### src/collect_pkg.sv
// collection path shared definitions
// sample type, source and sender state encodings, default sizes
`default_nettype none

package collect_pkg;

  // one collected byte, same width for every source
  typedef logic [7:0] sample_t;

  // active byte source after priority encoding
  typedef enum logic [1:0] {
    SRC_NONE = 2'd0,  // no mode toggle set
    SRC_ADC  = 2'd1,
    SRC_UDP  = 2'd2,
    SRC_LINK = 2'd3
  } src_sel_e;

  // packet sender states
  typedef enum logic {
    PKT_IDLE = 1'b0,  // waiting for a full packet in the fifo
    PKT_SEND = 1'b1   // draining one packet, credit permitting
  } pkt_state_e;

  // key 0 is transmit enable, keys 1..3 pick adc, udp, link
  localparam int NUM_KEYS = 4;

  // debounce length in sys_clk cycles, fits in 20 bits
  localparam int DEF_CNT_MAX = 999_999;

  // fifo depth in bytes, power of two and a multiple of the packet length
  localparam int DEF_FIFO_DEPTH = 64;

  // bytes per packet
  localparam int DEF_PKT_LEN = 16;

  // credits the udp transmitter grants after reset
  localparam int DEF_CREDITS = 8;

endpackage

`default_nettype wire

### src/collect_top.sv
// multi-source collection top
// key debounce and source selection, sample fifo, packet sender to udp tx
`default_nettype none
`timescale 1ns/100ps

module collect_top #(
  parameter int CNT_MAX    = collect_pkg::DEF_CNT_MAX,
  parameter int FIFO_DEPTH = collect_pkg::DEF_FIFO_DEPTH,
  parameter int PKT_LEN    = collect_pkg::DEF_PKT_LEN,
  parameter int CREDITS    = collect_pkg::DEF_CREDITS
) (
  input  logic                             sys_clk,
  input  logic                             sys_rst_n,
  input  logic [collect_pkg::NUM_KEYS-1:0] keys,         // active low
  input  collect_pkg::sample_t             adc_data,
  input  logic                             adc_valid,
  input  collect_pkg::sample_t             udp_rx_data,
  input  logic                             udp_rx_valid,
  input  collect_pkg::sample_t             link_data,
  input  logic                             link_valid,
  input  logic                             tx_credit,
  output collect_pkg::sample_t             tx_data,
  output logic                             tx_valid,
  output logic                             tx_sop,
  output logic                             tx_eop,
  output logic                             overflow
);

  import collect_pkg::*;

  localparam int LW = $clog2(FIFO_DEPTH) + 1;

  logic [NUM_KEYS-1:0] key_flag;
  sample_t             sel_data;
  logic                sel_valid;
  logic                tx_en;
  sample_t             rd_data;
  logic [LW-1:0]       level;
  logic                rd_en;

  // one debouncer per key
  for (genvar i = 0; i < NUM_KEYS; i++) begin : g_key
    key_filter #(.CNT_MAX(CNT_MAX)) key_filter_inst (
      .sys_clk  (sys_clk),
      .sys_rst_n(sys_rst_n),
      .key_in   (keys[i]),
      .key_flag (key_flag[i])
    );
  end

  source_select source_select_inst (
    .sys_clk     (sys_clk),
    .sys_rst_n   (sys_rst_n),
    .key_flag    (key_flag),
    .adc_data    (adc_data),
    .adc_valid   (adc_valid),
    .udp_rx_data (udp_rx_data),
    .udp_rx_valid(udp_rx_valid),
    .link_data   (link_data),
    .link_valid  (link_valid),
    .sel_data    (sel_data),
    .sel_valid   (sel_valid),
    .tx_en       (tx_en)
  );

  sample_fifo #(.FIFO_DEPTH(FIFO_DEPTH)) sample_fifo_inst (
    .sys_clk  (sys_clk),
    .sys_rst_n(sys_rst_n),
    .wr_data  (sel_data),
    .wr_en    (sel_valid),
    .rd_en    (rd_en),
    .rd_data  (rd_data),
    .level    (level),
    .overflow (overflow)
  );

  pkt_sender #(
    .FIFO_DEPTH(FIFO_DEPTH),
    .PKT_LEN   (PKT_LEN),
    .CREDITS   (CREDITS)
  ) pkt_sender_inst (
    .sys_clk  (sys_clk),
    .sys_rst_n(sys_rst_n),
    .tx_en    (tx_en),
    .level    (level),
    .rd_data  (rd_data),
    .rd_en    (rd_en),
    .tx_credit(tx_credit),
    .tx_data  (tx_data),
    .tx_valid (tx_valid),
    .tx_sop   (tx_sop),
    .tx_eop   (tx_eop)
  );

endmodule

`default_nettype wire

### src/key_filter.sv
// push key debounce
// one active-low key in, a single-cycle flag per press out
`default_nettype none
`timescale 1ns/100ps

module key_filter #(
  parameter int CNT_MAX = collect_pkg::DEF_CNT_MAX
) (
  input  logic sys_clk,
  input  logic sys_rst_n,
  input  logic key_in,    // active low
  output logic key_flag
);

  localparam int CW = $clog2(CNT_MAX + 1);
  localparam logic [CW-1:0] CNT_END = CW'(CNT_MAX);

  logic [CW-1:0] cnt;  // consecutive low samples

  // count while pressed, saturate at the end so a long press flags once
  always_ff @(posedge sys_clk or negedge sys_rst_n) begin
    if (!sys_rst_n) begin
      cnt <= '0;
    end else if (key_in) begin
      cnt <= '0;  // released or bouncing high
    end else if (cnt != CNT_END) begin
      cnt <= cnt + 1'b1;
    end
  end

  // fires on the sample that makes CNT_MAX lows in a row
  always_ff @(posedge sys_clk or negedge sys_rst_n) begin
    if (!sys_rst_n) begin
      key_flag <= 1'b0;
    end else begin
      key_flag <= !key_in && (cnt == CNT_END - 1'b1);
    end
  end

endmodule

`default_nettype wire

### src/pkt_sender.sv
// packet sender
// cuts the fifo stream into PKT_LEN byte packets for the udp transmitter
// and paces the bytes with a credit counter
`default_nettype none
`timescale 1ns/100ps

module pkt_sender #(
  parameter int FIFO_DEPTH = collect_pkg::DEF_FIFO_DEPTH,
  parameter int PKT_LEN    = collect_pkg::DEF_PKT_LEN,
  parameter int CREDITS    = collect_pkg::DEF_CREDITS
) (
  input  logic                          sys_clk,
  input  logic                          sys_rst_n,
  input  logic                          tx_en,
  input  logic [$clog2(FIFO_DEPTH):0]   level,
  input  collect_pkg::sample_t          rd_data,
  output logic                          rd_en,
  input  logic                          tx_credit,  // one credit back per pulse
  output collect_pkg::sample_t          tx_data,
  output logic                          tx_valid,
  output logic                          tx_sop,
  output logic                          tx_eop
);

  import collect_pkg::*;

  localparam int LW = $clog2(FIFO_DEPTH) + 1;
  localparam int BW = (PKT_LEN > 1) ? $clog2(PKT_LEN) : 1;
  localparam int CW = $clog2(CREDITS + 1);
  localparam logic [LW-1:0] PKT_LVL  = LW'(PKT_LEN);
  localparam logic [BW-1:0] LAST_POS = BW'(PKT_LEN - 1);
  localparam logic [CW-1:0] CRED_MAX = CW'(CREDITS);

  pkt_state_e    state;
  logic [BW-1:0] byte_cnt;  // position inside the packet
  logic [CW-1:0] credit;
  logic          send;
  logic          last;

  // credit is judged before this cycle's return is added
  assign send  = (state == PKT_SEND) && (credit != '0);
  assign last  = (byte_cnt == LAST_POS);
  assign rd_en = send;

  always_ff @(posedge sys_clk or negedge sys_rst_n) begin
    if (!sys_rst_n) begin
      state    <= PKT_IDLE;
      byte_cnt <= '0;
    end else begin
      case (state)
        PKT_IDLE: begin
          // a whole packet must be buffered before the first byte goes
          if (tx_en && level >= PKT_LVL) state <= PKT_SEND;
        end
        PKT_SEND: begin
          if (send) begin
            byte_cnt <= last ? '0 : byte_cnt + 1'b1;
            if (last) state <= PKT_IDLE;  // tx_en drop only acts here
          end
        end
        default: state <= PKT_IDLE;
      endcase
    end
  end

  always_ff @(posedge sys_clk or negedge sys_rst_n) begin
    if (!sys_rst_n) begin
      credit <= CRED_MAX;
    end else begin
      credit <= credit + CW'(tx_credit) - CW'(send);
    end
  end

  always_ff @(posedge sys_clk or negedge sys_rst_n) begin
    if (!sys_rst_n) begin
      tx_valid <= 1'b0;
      tx_sop   <= 1'b0;
      tx_eop   <= 1'b0;
    end else begin
      tx_valid <= send;
      tx_sop   <= send && (byte_cnt == '0);
      tx_eop   <= send && last;
    end
  end

  always_ff @(posedge sys_clk) begin
    if (send) tx_data <= rd_data;
  end

  // the transmitter never hands back more than it was given
  a_credit_bound: assert property (
    @(posedge sys_clk) disable iff (!sys_rst_n)
    credit <= CRED_MAX
  );

endmodule

`default_nettype wire

### src/sample_fifo.sv
// sample fifo
// circular byte buffer between source select and the packet sender,
// zero-latency head, fill level, drops writes when full
`default_nettype none
`timescale 1ns/100ps

module sample_fifo #(
  parameter int FIFO_DEPTH = collect_pkg::DEF_FIFO_DEPTH
) (
  input  logic                          sys_clk,
  input  logic                          sys_rst_n,
  input  collect_pkg::sample_t          wr_data,
  input  logic                          wr_en,
  input  logic                          rd_en,
  output collect_pkg::sample_t          rd_data,
  output logic [$clog2(FIFO_DEPTH):0]   level,
  output logic                          overflow
);

  import collect_pkg::*;

  localparam int AW = $clog2(FIFO_DEPTH);
  localparam int LW = AW + 1;
  localparam logic [LW-1:0] FULL_LVL = LW'(FIFO_DEPTH);

  sample_t       mem [FIFO_DEPTH];
  logic [AW-1:0] wr_ptr;
  logic [AW-1:0] rd_ptr;
  logic          full;
  logic          empty;
  logic          wr_do;
  logic          rd_do;

  assign full  = (level == FULL_LVL);
  assign empty = (level == '0);
  assign wr_do = wr_en && !full;   // byte lost when full
  assign rd_do = rd_en && !empty;

  always_ff @(posedge sys_clk or negedge sys_rst_n) begin
    if (!sys_rst_n) begin
      wr_ptr   <= '0;
      rd_ptr   <= '0;
      level    <= '0;
      overflow <= 1'b0;
    end else begin
      if (wr_do) wr_ptr <= wr_ptr + 1'b1;  // wraps, depth is a power of two
      if (rd_do) rd_ptr <= rd_ptr + 1'b1;
      level <= level + LW'(wr_do) - LW'(rd_do);
      if (wr_en && full) begin
        overflow <= 1'b1;  // sticky until reset
      end
    end
  end

  always_ff @(posedge sys_clk) begin
    if (wr_do) begin
      mem[wr_ptr] <= wr_data;
    end
  end

  assign rd_data = mem[rd_ptr];  // head byte, no read latency

  // the sender only pops bytes it has seen counted
  a_no_read_when_empty: assert property (
    @(posedge sys_clk) disable iff (!sys_rst_n)
    rd_en |-> !empty
  );

endmodule

`default_nettype wire

### src/source_select.sv
// source selection
// key flags toggle the mode bits, the first set mode among adc, udp and
// link wins, and the chosen byte with its strobe is registered once
`default_nettype none
`timescale 1ns/100ps

module source_select (
  input  logic                          sys_clk,
  input  logic                          sys_rst_n,
  input  logic [collect_pkg::NUM_KEYS-1:0] key_flag,
  input  collect_pkg::sample_t          adc_data,
  input  logic                          adc_valid,
  input  collect_pkg::sample_t          udp_rx_data,
  input  logic                          udp_rx_valid,
  input  collect_pkg::sample_t          link_data,
  input  logic                          link_valid,
  output collect_pkg::sample_t          sel_data,
  output logic                          sel_valid,
  output logic                          tx_en
);

  import collect_pkg::*;

  // mode bit positions
  localparam int KEY_TX   = 0;
  localparam int KEY_ADC  = 1;
  localparam int KEY_UDP  = 2;
  localparam int KEY_LINK = 3;

  logic [NUM_KEYS-1:0] mode;        // one toggle per key
  src_sel_e            src_sel;
  sample_t             pick_data;
  logic                pick_valid;

  // each flag flips its own toggle
  always_ff @(posedge sys_clk or negedge sys_rst_n) begin
    if (!sys_rst_n) begin
      mode <= '0;
    end else begin
      mode <= mode ^ key_flag;
    end
  end

  assign tx_en = mode[KEY_TX];

  // adc over udp over link
  always_comb begin
    if (mode[KEY_ADC])       src_sel = SRC_ADC;
    else if (mode[KEY_UDP])  src_sel = SRC_UDP;
    else if (mode[KEY_LINK]) src_sel = SRC_LINK;
    else                     src_sel = SRC_NONE;
  end

  always_comb begin
    pick_data  = adc_data;
    pick_valid = 1'b0;  // SRC_NONE accepts nothing
    case (src_sel)
      SRC_ADC: begin
        pick_data  = adc_data;
        pick_valid = adc_valid;
      end
      SRC_UDP: begin
        pick_data  = udp_rx_data;
        pick_valid = udp_rx_valid;
      end
      SRC_LINK: begin
        pick_data  = link_data;
        pick_valid = link_valid;
      end
      default: ;
    endcase
  end

  always_ff @(posedge sys_clk or negedge sys_rst_n) begin
    if (!sys_rst_n) begin
      sel_valid <= 1'b0;
    end else begin
      sel_valid <= pick_valid;
    end
  end

  always_ff @(posedge sys_clk) begin
    sel_data <= pick_data;  // qualified by sel_valid
  end

endmodule

`default_nettype wire

### config.mk
export PLATFORM = sky130hd
export DESIGN_NAME = collect_top
export DESIGN_NICKNAME = d
export VERILOG_FILES = /design/src/collect_pkg.sv /design/src/collect_top.sv /design/src/key_filter.sv /design/src/pkt_sender.sv /design/src/sample_fifo.sv /design/src/source_select.sv
export SDC_FILE = /design/constraint.sdc
export NUM_CORES = 1
export LEC_CHECK = 0
export BUFFER_PORTS_ARGS = -buffer_cell sky130_fd_sc_hd__buf_4
export CAP_MARGIN = 5
export CORE_ASPECT_RATIO = 0.6
export CORE_MARGIN = 5
export CORE_UTILIZATION = 25
export CTS_CLUSTER_SIZE = 8
export DETAILED_ROUTE_END_ITERATION = 6
export SETUP_SLACK_MARGIN = 0.1
export SLEW_MARGIN = 20
export SYNTH_ARGS = -nofsm -noshare
export SYNTH_HDL_FRONTEND = slang
export SYNTH_SLANG_ARGS = --single-unit
### constraint.sdc
create_clock -name sys_clk -period 7.65 [get_ports sys_clk]
set_input_delay 0.3825 -clock sys_clk [delete_from_list [all_inputs] [get_ports sys_clk]]
set_output_delay 0.3825 -clock sys_clk [all_outputs]
set_load 0.02 [all_outputs]
==> summary.txt, run 1 <==
Detailed routing
  • Wire per inst: 20.56 µm
  • Antenna-violating nets left: 0
  • Routed WL: 65870 µm
  • Initial DRC count: 1611
  • DR pass1 iterations: 5
  • Vias per cell: 4.745
  • Via count: 15.20k
  • Drc violations: 0

Yosys
  • Yosys reg bits: 649
  • Post-synth EDFFs: 520
  • Synth top area cells: edfxtp_1 (59%), dfrtp_1 (11%), mux4_2 (5.6%)
  • Post-Syn Instances: 1664
  • Synth area leader: edfxtp_1
  • Most used DFF post-synth: edfxtp_1
  • Sequential cell area fraction in the yosys report: 70.80%
  • Share of the synthesized area in the top cell type: 58.79%
  • YS warnings: 0
  • FFs w/ async S/R, synth: 18.64%
  • Mapped Area: 0.02656 mm²
  • Netlist cell types: 62
  • Synthesized Nets: 1727
  • Mean Syn Cell Area: 15.96 µm²

Cells and area
  • Fillcell total: 10.33k
  • Antenna Cells: 0
  • Most common cell after layout, fill and taps aside: edfxtp_1
  • Layout Utilization: 29.59%
  • Final #Nets: 1821
  • Design area: 0.03113 mm²
  • Share of layout cells above drive strength 1: 14.05%
  • Synthesis-to-layout area growth: 17.22%
  • Most frequent cells in the layout: edfxtp_1 (520), nor2_1 (162), mux2i_1 (128)

Timing
  • Worst-margin pin slew: 1.164 ns
  • RSZ-0062 raised after global routing: false
  • Setup violations, final: 0
  • Post-route setup slack: 3.894 ns
  • Slew HR: 22.38%
  • Final hold vios: 0
  • Setup TNS: 0 ns
  • Fin crit share: 49.10%
  • Final Max Tran Viols: 0
  • Worst Hold Slack: 0.04917 ns
  • Final min period: 3.756 ns
  • Fmax: 266.3 MHz
  • Skew final: 0.06508 ns

Placement
  • Placed wire-length estimate: 40150 µm
  • PortBufs: 45
  • DP Area: 0.02839 mm²
  • Worst slack at placement: 4.046 ns
  • RePlAce Congestion: 0.8048

Die
  • Die Width: 430.8 µm
  • Total die area: 0.1131 mm²
  • Cell row count: 92
  • Core box area: 0.1052 mm²
  • I/O Pins: 46
  • Initial core utilization: 25.24%
  • Die H: 262.5 µm

Power and ir drop
  • Leak: 10.05 nW
  • P per Cell Area: 247.5 mW/mm²
  • Internal cell power: 6.068 mW
  • Comb pwr share: 2.1%
  • Sw Ratio: 21.26%
  • Max IR drop VDD: 0.0001626 V
  • NetSw: 1.639 mW
  • Clk pwr share: 47.8%
  • Flop pwr share: 50.1%

Critical path
  • CP arrival: 4.17 ns
  • Startpoint types: flop
  • WS Path Type: flop to flop
  • Worst setup path startpoint: sample_fifo_inst.rd_ptr[1]
  • Critical Path RT: 8.07 ns
  • CP max FO: 45
  • Crit. End Element: flop
  • Worst R2R Start: sample_fifo_inst.rd_ptr[1]

CTS
  • Postcts setup bufs: 0
  • Largest buffer count on any clock path: 3
  • Worst-path clk slew: 0.05 ns
  • CTS tree: built
  • Clock latency at the later pin of the worst-skew pair: 0.68 ns
  • Num CTS Buffers: 91
  • Sink Count: 649
  • Root Buffer: clkbuf_16
  • H-tree depth: 3

Global route
  • GRT Total Usage: 11.43%
  • First-pass GRT wire length: 98960 µm
  • Total grt overflow: 0
  • Antenna violations before repair: 4
  • Vias in the first global route: 15.15k
  • Largest net degree at the start of global routing: 131

Run status
  • Status: finished clean

Min path
  • Hold WC Path Type: input port to flop
  • Hold Path Origin: link_data[2]

Run
  • Max-Cap Viols: 0
[flip-flops by register name, indices dropped and copies added, names as in the netlist]
name	cells
pkt_sender_inst.byte_cnt	4
pkt_sender_inst.tx_sop	1
g_key.key_filter_inst.cnt	80
sample_fifo_inst.mem	512
source_select_inst.sel_valid	1
pkt_sender_inst.tx_eop	1
pkt_sender_inst.credit	4
sample_fifo_inst.rd_ptr	6
pkt_sender_inst.state	1
pkt_sender_inst.tx_valid	1
source_select_inst.mode	4
pkt_sender_inst.tx_data	8
sample_fifo_inst.overflow	1
sample_fifo_inst.level	7
sample_fifo_inst.wr_ptr	6
source_select_inst.sel_data	8
g_key.key_filter_inst.key_flag	4
[power groups by stage]
stage          sequential [mW]  combinational [mW]  clock (mW)
2_1_floorplan             3.94              0.0635           0
3_3_place_gp              3.92               0.149           0
3_5_place_dp              3.92               0.160           0
4_1_cts                   3.86               0.165        3.76
5_1_grt                   3.86               0.187        3.94
6_report                  3.86               0.163        3.69
[worst max-delay path: stages (launching register included)]
cell and delay [ns]:
dfrtp_2 0.51, buf_4 0.27, buf_4 0.34, and2_1 0.37
nand2_2 0.36, o22ai_1 0.15, a211oi_1 0.93, a221oi_1 0.24
a21o_1 0.20
[Yosys cell counts, drive strengths merged, types with 13 or more instances]
master,number
a211oi,19
a21oi,43
a221oi,29
a22oi,18
and3,13
buf,38
clkbuf,42
dfrtp,120
edfxtp,520
ha,27
inv,33
mux2i,128
mux4,66
nand2,57
nand3,41
nand4,24
nor2,163
nor2b,17
o21ai,50
o221ai,14
o22ai,16
xnor2,26
xor2,50
[stage by stage]
step                instances  power [mW]
CTS                      3203       7.779
detailed placement       3059       4.084
floorplan                1664       4.004
finish                   3203       7.707
global placement         3058       4.072
global route             3203       7.979
[per-layer routing]
| layer | up-vias | global-route usage, % | routed length, µm |
|---|---|---|---|
| met2 | 666 | 14.84 | 26060 |
| li1 | 6603 | - | - |
| met3 | 97 | 3.824 | 6783 |
| met4 | 2 | 2.471 | 1064 |
| met1 | 7830 | 18.03 | 31940 |
| met5 | - | 0 | 13 |
[kinds of logic (layout without fill, tap and decap cells)]
kind of cell / Yosys count / in the layout / share of synthesized area [%]
flip-flops: 649 / 649 / 70.80
AND/OR/NAND/NOR: 378 / 378 / 6.939
AO/OA/AOI/OAI: 221 / 221 / 5.554
multiplexers: 198 / 198 / 10.59
buffers and inverters: 113 / 242 / 2.191
XOR/XNOR: 76 / 76 / 2.506
adder cells (fa/ha/maj): 29 / 29 / 1.423
[final cells by class]
class | count | area [µm²] | area share, %
clock buffers | 120 | 2386 | 7.664
flip-flops and latches | 649 | 18820 | 60.45
clock inverters | 8 | 195.2 | 0.6269
inverters | 33 | 123.9 | 0.3979
well taps | 1410 | 1764 | 5.667
repair buffers | 81 | 668.1 | 2.146
multi-input cells | 902 | 7177 | 23.05
[final timing paths]
check	endpoint	slack [ns]	cells after the start
max in group asynchronous	sample_fifo_inst.rd_ptr[0]	5.82	3
min in group asynchronous	g_key[2].key_filter_inst.cnt[8]	0.32	2
worst min register to register	source_select_inst.mode[0]	0.44	1
worst max register to register	pkt_sender_inst.tx_data[5]	3.89	8
worst min-delay path	source_select_inst.sel_data[2]	0.05	3
worst max-delay path	pkt_sender_inst.tx_data[5]	3.89	8
[what timing repair did]
item                      in CTS  in global routing
hold endpoints to repair      64                  0
resized for setup              0                  0
hold buffers                  16                  0
Note: power is estimated with default switching activity, not from simulation.
==> run 2, diff against run 1 <==
==> constraint.sdc (replaced) <==
create_clock -name sys_clk -period 3.5 [get_ports sys_clk]
set_input_delay 0.175 -clock sys_clk [delete_from_list [all_inputs] [get_ports sys_clk]]
set_output_delay 0.175 -clock sys_clk [all_outputs]
set_load 0.02 [all_outputs]
==> summary.txt, run 2 (synthesis results as in run 1) <==
Global route
  • GRT Total Usage: 11.38%
  • Vias in the first global route: 15.61k
  • Total grt overflow: 0
  • First-pass GRT wire length: 99520 µm
  • Antenna violations before repair: 0
  • Largest net degree at the start of global routing: 70

Cells and area
  • Share of layout cells above drive strength 1: 17.21%
  • Fillcell total: 10.27k
  • Synthesis-to-layout area growth: 19.92%
  • Largest reg by FF count: sample_fifo_inst.mem
  • Top flop regs: sample_fifo_inst.mem: 512 flops, g_key.key_filter_inst.cnt: 80 flops
  • Layout Utilization: 30.27%
  • Area of the multi-input gates: 0.007174 mm²
  • Most common cell after layout, fill and taps aside: edfxtp_1
  • Register area: 0.01882 mm²
  • Final #Nets: 1910
  • Antenna Cells: 0
  • Largest register FFs: 512
  • Most frequent cells in the layout: edfxtp_1 (520), nor2_1 (162), buf_4 (139)

Timing
  • Fin crit share: 87.07%
  • Final min period: 3.048 ns
  • RSZ-0062 raised after global routing: false
  • Worst-margin pin slew: 1.086 ns
  • Fmax: 328.1 MHz
  • Slew HR: 27.57%
  • Skew final: 0.03461 ns
  • Setup TNS: 0 ns
  • Setup violations, final: 0
  • Final Max Tran Viols: 0
  • Final hold vios: 0

CTS
  • Clock latency at the later pin of the worst-skew pair: 0.65 ns
  • CTS resizes: 0
  • CTS tree: built
  • Largest buffer count on any clock path: 3
  • H-tree depth: 3
  • Sink Count: 649
  • Num CTS Buffers: 91
  • Root Buffer: clkbuf_16
  • Worst-path clk slew: 0.05 ns

Critical path
  • WS Path Type: flop to flop
  • Worst path max stage delay: 0.39 ns
  • Family with the most delay on the worst path: adder cells
  • Startpoint types: flop
  • Slowest CP cell: fa_1
  • Crit. End Element: flop
  • Crit path cell chain: inv_1 -> ha_1 -> inv_1 -> o31ai_1 -> a21oi_1 -> ha_1 -> inv_1 -> ha_1 -> inv_1 -> fa_1 -> nand2b_1 -> a21oi_1 -> o21ai_0 -> a21oi_1 -> nor2_1 -> xor2_1
  • CP arrival: 3.57 ns
  • CP bufs+invs: 4
  • CP max FO: 2
  • Critical Path RT: 4.02 ns
  • CP dominant cell by count: inv_1

Power and ir drop
  • P per Cell Area: 531.2 mW/mm²
  • Max IR drop VDD: 0.0003625 V
  • Leak: 10.51 nW
  • Pwr Total: 16.92 mW

Detailed routing
  • Wire per inst: 19.83 µm
  • Vias per cell: 4.692
  • Routed WL: 65640 µm
  • Initial DRC count: 1787
  • Antenna-violating nets left: 0
  • Via count: 15.53k
  • Drc violations: 0
  • DR pass1 iterations: 5

Placement
  • PortBufs: 45
  • RePlAce Congestion: 0.7974
  • Placed wire-length estimate: 42170 µm

Die
  • Die H: 262.5 µm
  • Total die area: 0.1131 mm²
  • Cell row count: 92
  • Core box area: 0.1052 mm²
  • I/O Pins: 46
  • Die Width: 430.8 µm
  • Initial core utilization: 25.24%

Run status
  • Status: finished clean

Min path
  • Hold WC Path Type: input port to asynchronous set/reset pin

Run
  • Max-Cap Viols: 0
-- run 2: stage by stage --
stage	hold WS, ns	setup slack, ns	area (µm²)	std cells
after floorplan	-0.1206	0.5364	26560	1664
after global placement	0.2855	0.4299	28970	3135
after detailed placement	0.2994	0.4951	28970	3135
after CTS	0.1597	0.4707	31850	3310
after global routing	0.2182	0.2136	31850	3310
final	0.1646	0.4524	31850	3310
-- run 2: worst paths after layout --
kind | startpoint | endpoint | slack, ns | cells after the start
min reg2reg | g_key[0].key_filter_inst.key_flag | source_select_inst.mode[0] | 0.46 | 1
min in group sys_clk | tx_credit | pkt_sender_inst.credit[0] | 0.31 | 3
max reg2reg | pkt_sender_inst.credit[2] | sample_fifo_inst.level[6] | 0.45 | 16
max in group asynchronous | sys_rst_n | g_key[3].key_filter_inst.cnt[13] | 2.50 | 3
min | sys_rst_n | g_key[2].key_filter_inst.cnt[9] | 0.16 | 2
max | pkt_sender_inst.credit[2] | sample_fifo_inst.level[6] | 0.45 | 16
-- run 2: cell type report --
cell class	count	area share [%]
clock buffers	139	7.782
clock inverters	7	0.3614
inverters	33	0.3889
multi-input cells	902	22.52
flip-flops and latches	649	59.09
well taps	1410	5.539
repair buffers	170	4.313
-- run 2: per-layer routing --
layer	up-vias	GRT usage, %	share of wire (%)
li1	6803	-	-
met1	7976	17.77	48
met2	652	15.42	41
met3	101	3.165	9.2
met4	0	2.625	1.7
met5	-	0	0
-- run 2: report_power, final --
group | total (mW) | internal [mW] | leakage [nW] | switching [mW]
logic | 0.325 | 0.125 | 2.86 | 0.200
registers | 8.49 | 8.40 | 6.41 | 0.0907
clock network | 8.10 | 4.84 | 1.24 | 3.26
-- run 2: what timing repair did --
| action | 4_1_cts | 5_1_grt |
|---|---|---|
| hold buffers | 29 | 0 |
| endpoints found under the hold margin | 144 | 0 |
| buffers inserted | 0 | 0 |
==> run 3, diff against run 2 <==
--- a/config.mk
+++ b/config.mk
@@ -9,9 +9,10 @@
 export CAP_MARGIN = 5
 export CORE_ASPECT_RATIO = 0.6
 export CORE_MARGIN = 5
-export CORE_UTILIZATION = 25
+export CORE_UTILIZATION = 55
 export CTS_CLUSTER_SIZE = 8
 export DETAILED_ROUTE_END_ITERATION = 6
+export PLACE_DENSITY = 0.71
 export SETUP_SLACK_MARGIN = 0.1
 export SLEW_MARGIN = 20
 export SYNTH_ARGS = -nofsm -noshare
==> summary.txt, run 3 (synthesis results as in run 1) <==
CTS
  • CTS tree: built
  • Worst-path clk slew: 0.05 ns
  • H-tree depth: 3
  • Root Buffer: clkbuf_16
  • Largest buffer count on any clock path: 3
  • Num CTS Buffers: 91
  • CTS resizes: 0
  • Clock latency at the later pin of the worst-skew pair: 0.60 ns
  • Sink Count: 649
  • Postcts setup bufs: 0

Power and ir drop
  • P per Cell Area: 540.9 mW/mm²
  • Leak: 10.49 nW
  • Pwr Total: 16.69 mW
  • Max IR drop VDD: 0.0003623 V

Global route
  • Largest net degree at the start of global routing: 52
  • First-pass GRT wire length: 93460 µm
  • Vias in the first global route: 15.26k
  • Antenna violations before repair: 0
  • Total grt overflow: 0
  • GRT Total Usage: 23.02%

Critical path
  • CP arrival: 3.34 ns
  • Startpoint types: flop
  • CP max FO: 20
  • Worst R2R Start: sample_fifo_inst.rd_ptr[2]
  • Crit. End Element: flop
  • R2R Setup Slk: 0.52 ns
  • Critical Path RT: 3.85 ns
  • Worst R2R Path Depth: 7
  • Reg2reg end: pkt_sender_inst.tx_data[3]
  • WS Path Type: flop to flop

Min path
  • Hold path endpoint: source_select_inst.sel_data[4]
  • Hold Path Origin: link_data[4]
  • Hold depth: 3
  • Hold WC Path Type: input port to flop

Cells and area
  • Synthesis-to-layout area growth: 16.19%
  • Fillcell total: 3345
  • Design area: 0.03086 mm²
  • Most common cell after layout, fill and taps aside: edfxtp_1
  • Share of layout cells above drive strength 1: 17.06%
  • Largest register FFs: 512
  • Final #Nets: 1907
  • Antenna Cells: 0
  • Layout Utilization: 64.58%
  • Most frequent cells in the layout: edfxtp_1 (520), nor2_1 (162), buf_4 (135)
  • Largest reg by FF count: sample_fifo_inst.mem
  • Final Non-Filler Cells: 2539
  • Top flop regs: sample_fifo_inst.mem: 512 flops, g_key.key_filter_inst.cnt: 80 flops

Placement
  • RePlAce Congestion: 0.8269
  • DP Cell Count: 2363
  • DP Area: 0.02801 mm²
  • Worst slack at placement: 0.5436 ns
  • Placed wire-length estimate: 38390 µm
  • PortBufs: 45

Timing
  • Fin crit share: 85.27%
  • Final hold vios: 0
  • RSZ-0062 raised after global routing: false
  • Final min period: 2.984 ns
  • Worst-margin pin slew: 1.130 ns
  • Setup violations, final: 0
  • Final Max Tran Viols: 0
  • Slew HR: 24.66%
  • Post-route setup slack: 0.5157 ns
  • Setup TNS: 0 ns
  • Skew final: 0.01676 ns
  • Worst Hold Slack: 0.02366 ns
  • Fmax: 335.1 MHz

Die
  • Cell row count: 62
  • Die Width: 293.7 µm
  • Initial core utilization: 55.58%
  • Total die area: 0.05293 mm²
  • Die H: 180.2 µm
  • I/O Pins: 46
  • Core box area: 0.04779 mm²

Detailed routing
  • Drc violations: 0
  • Initial DRC count: 1835
  • Wire per inst: 24.12 µm
  • Via count: 15.41k
  • Antenna-violating nets left: 0
  • DR pass1 iterations: 5
  • Vias per cell: 6.069
  • Routed WL: 61240 µm

Run
  • Max-Cap Viols: 0

Run status
  • Status: finished clean
## run 3: cell types whose count changed in the layout (fill, tap and decap cells not counted), sizes merged
cell / previous run / this run
clkbuf: 139 / 142
clkinv: 3 / 4
inv: 37 / 35
dlygate4sd3: 29 / 28
buf: 141 / 139
## run 3: cell type report
class	count	area (µm²)	area share, %
clock buffers	142	2490	8.068
clock inverters	6	75.07	0.2433
inverters	33	123.9	0.4014
multi-input cells	902	7174	23.25
flip-flops and latches	649	18820	60.99
well taps	640	800.8	2.595
repair buffers	167	1374	4.452
## run 3: what timing repair did
action,in CTS,in global routing
setup endpoints to repair,0,0
hold buffers,28,0
hold endpoints to repair,138,0
## run 3: worst max-delay path, stage by stage (launching register included)
cell and delay, ns:
dfrtp_1 0.65, nor2b_1 0.28, nand2_1 0.51, buf_4 0.25, o22ai_1 0.09, a211oi_1 0.49, a221oi_1 0.25, a21o_1 0.21
## run 3: worst max-delay path by stage
stage                                from                         end  slack, ns  cells past startpoint
3_5_place_dp   sample_fifo_inst.rd_ptr[0]  pkt_sender_inst.tx_data[3]       0.54                      5
3_3_place_gp   sample_fifo_inst.rd_ptr[0]  pkt_sender_inst.tx_data[3]       0.53                      5
5_1_grt         pkt_sender_inst.credit[2]   sample_fifo_inst.level[6]       0.30                     16
4_1_cts        sample_fifo_inst.rd_ptr[0]  pkt_sender_inst.tx_data[3]       0.52                      5
6_report       sample_fifo_inst.rd_ptr[2]  pkt_sender_inst.tx_data[3]       0.52                      7
2_1_floorplan   pkt_sender_inst.credit[2]   sample_fifo_inst.level[6]       0.54                     16
## run 3: report_power, final
group,total (mW),internal [mW],switching (mW)
Sequential,8.50,8.40,0.0940
Combinational,0.295,0.122,0.173
Clock,7.90,4.82,3.07
## run 3: routing by layer
layer	GRT usage, %	vias to the layer above	routed length [µm]
li1	-	6802	-
met1	35.83	7854	27140
met2	32.82	689	27010
met3	6.467	63	6248
met4	5.065	0	843
met5	0	-	0
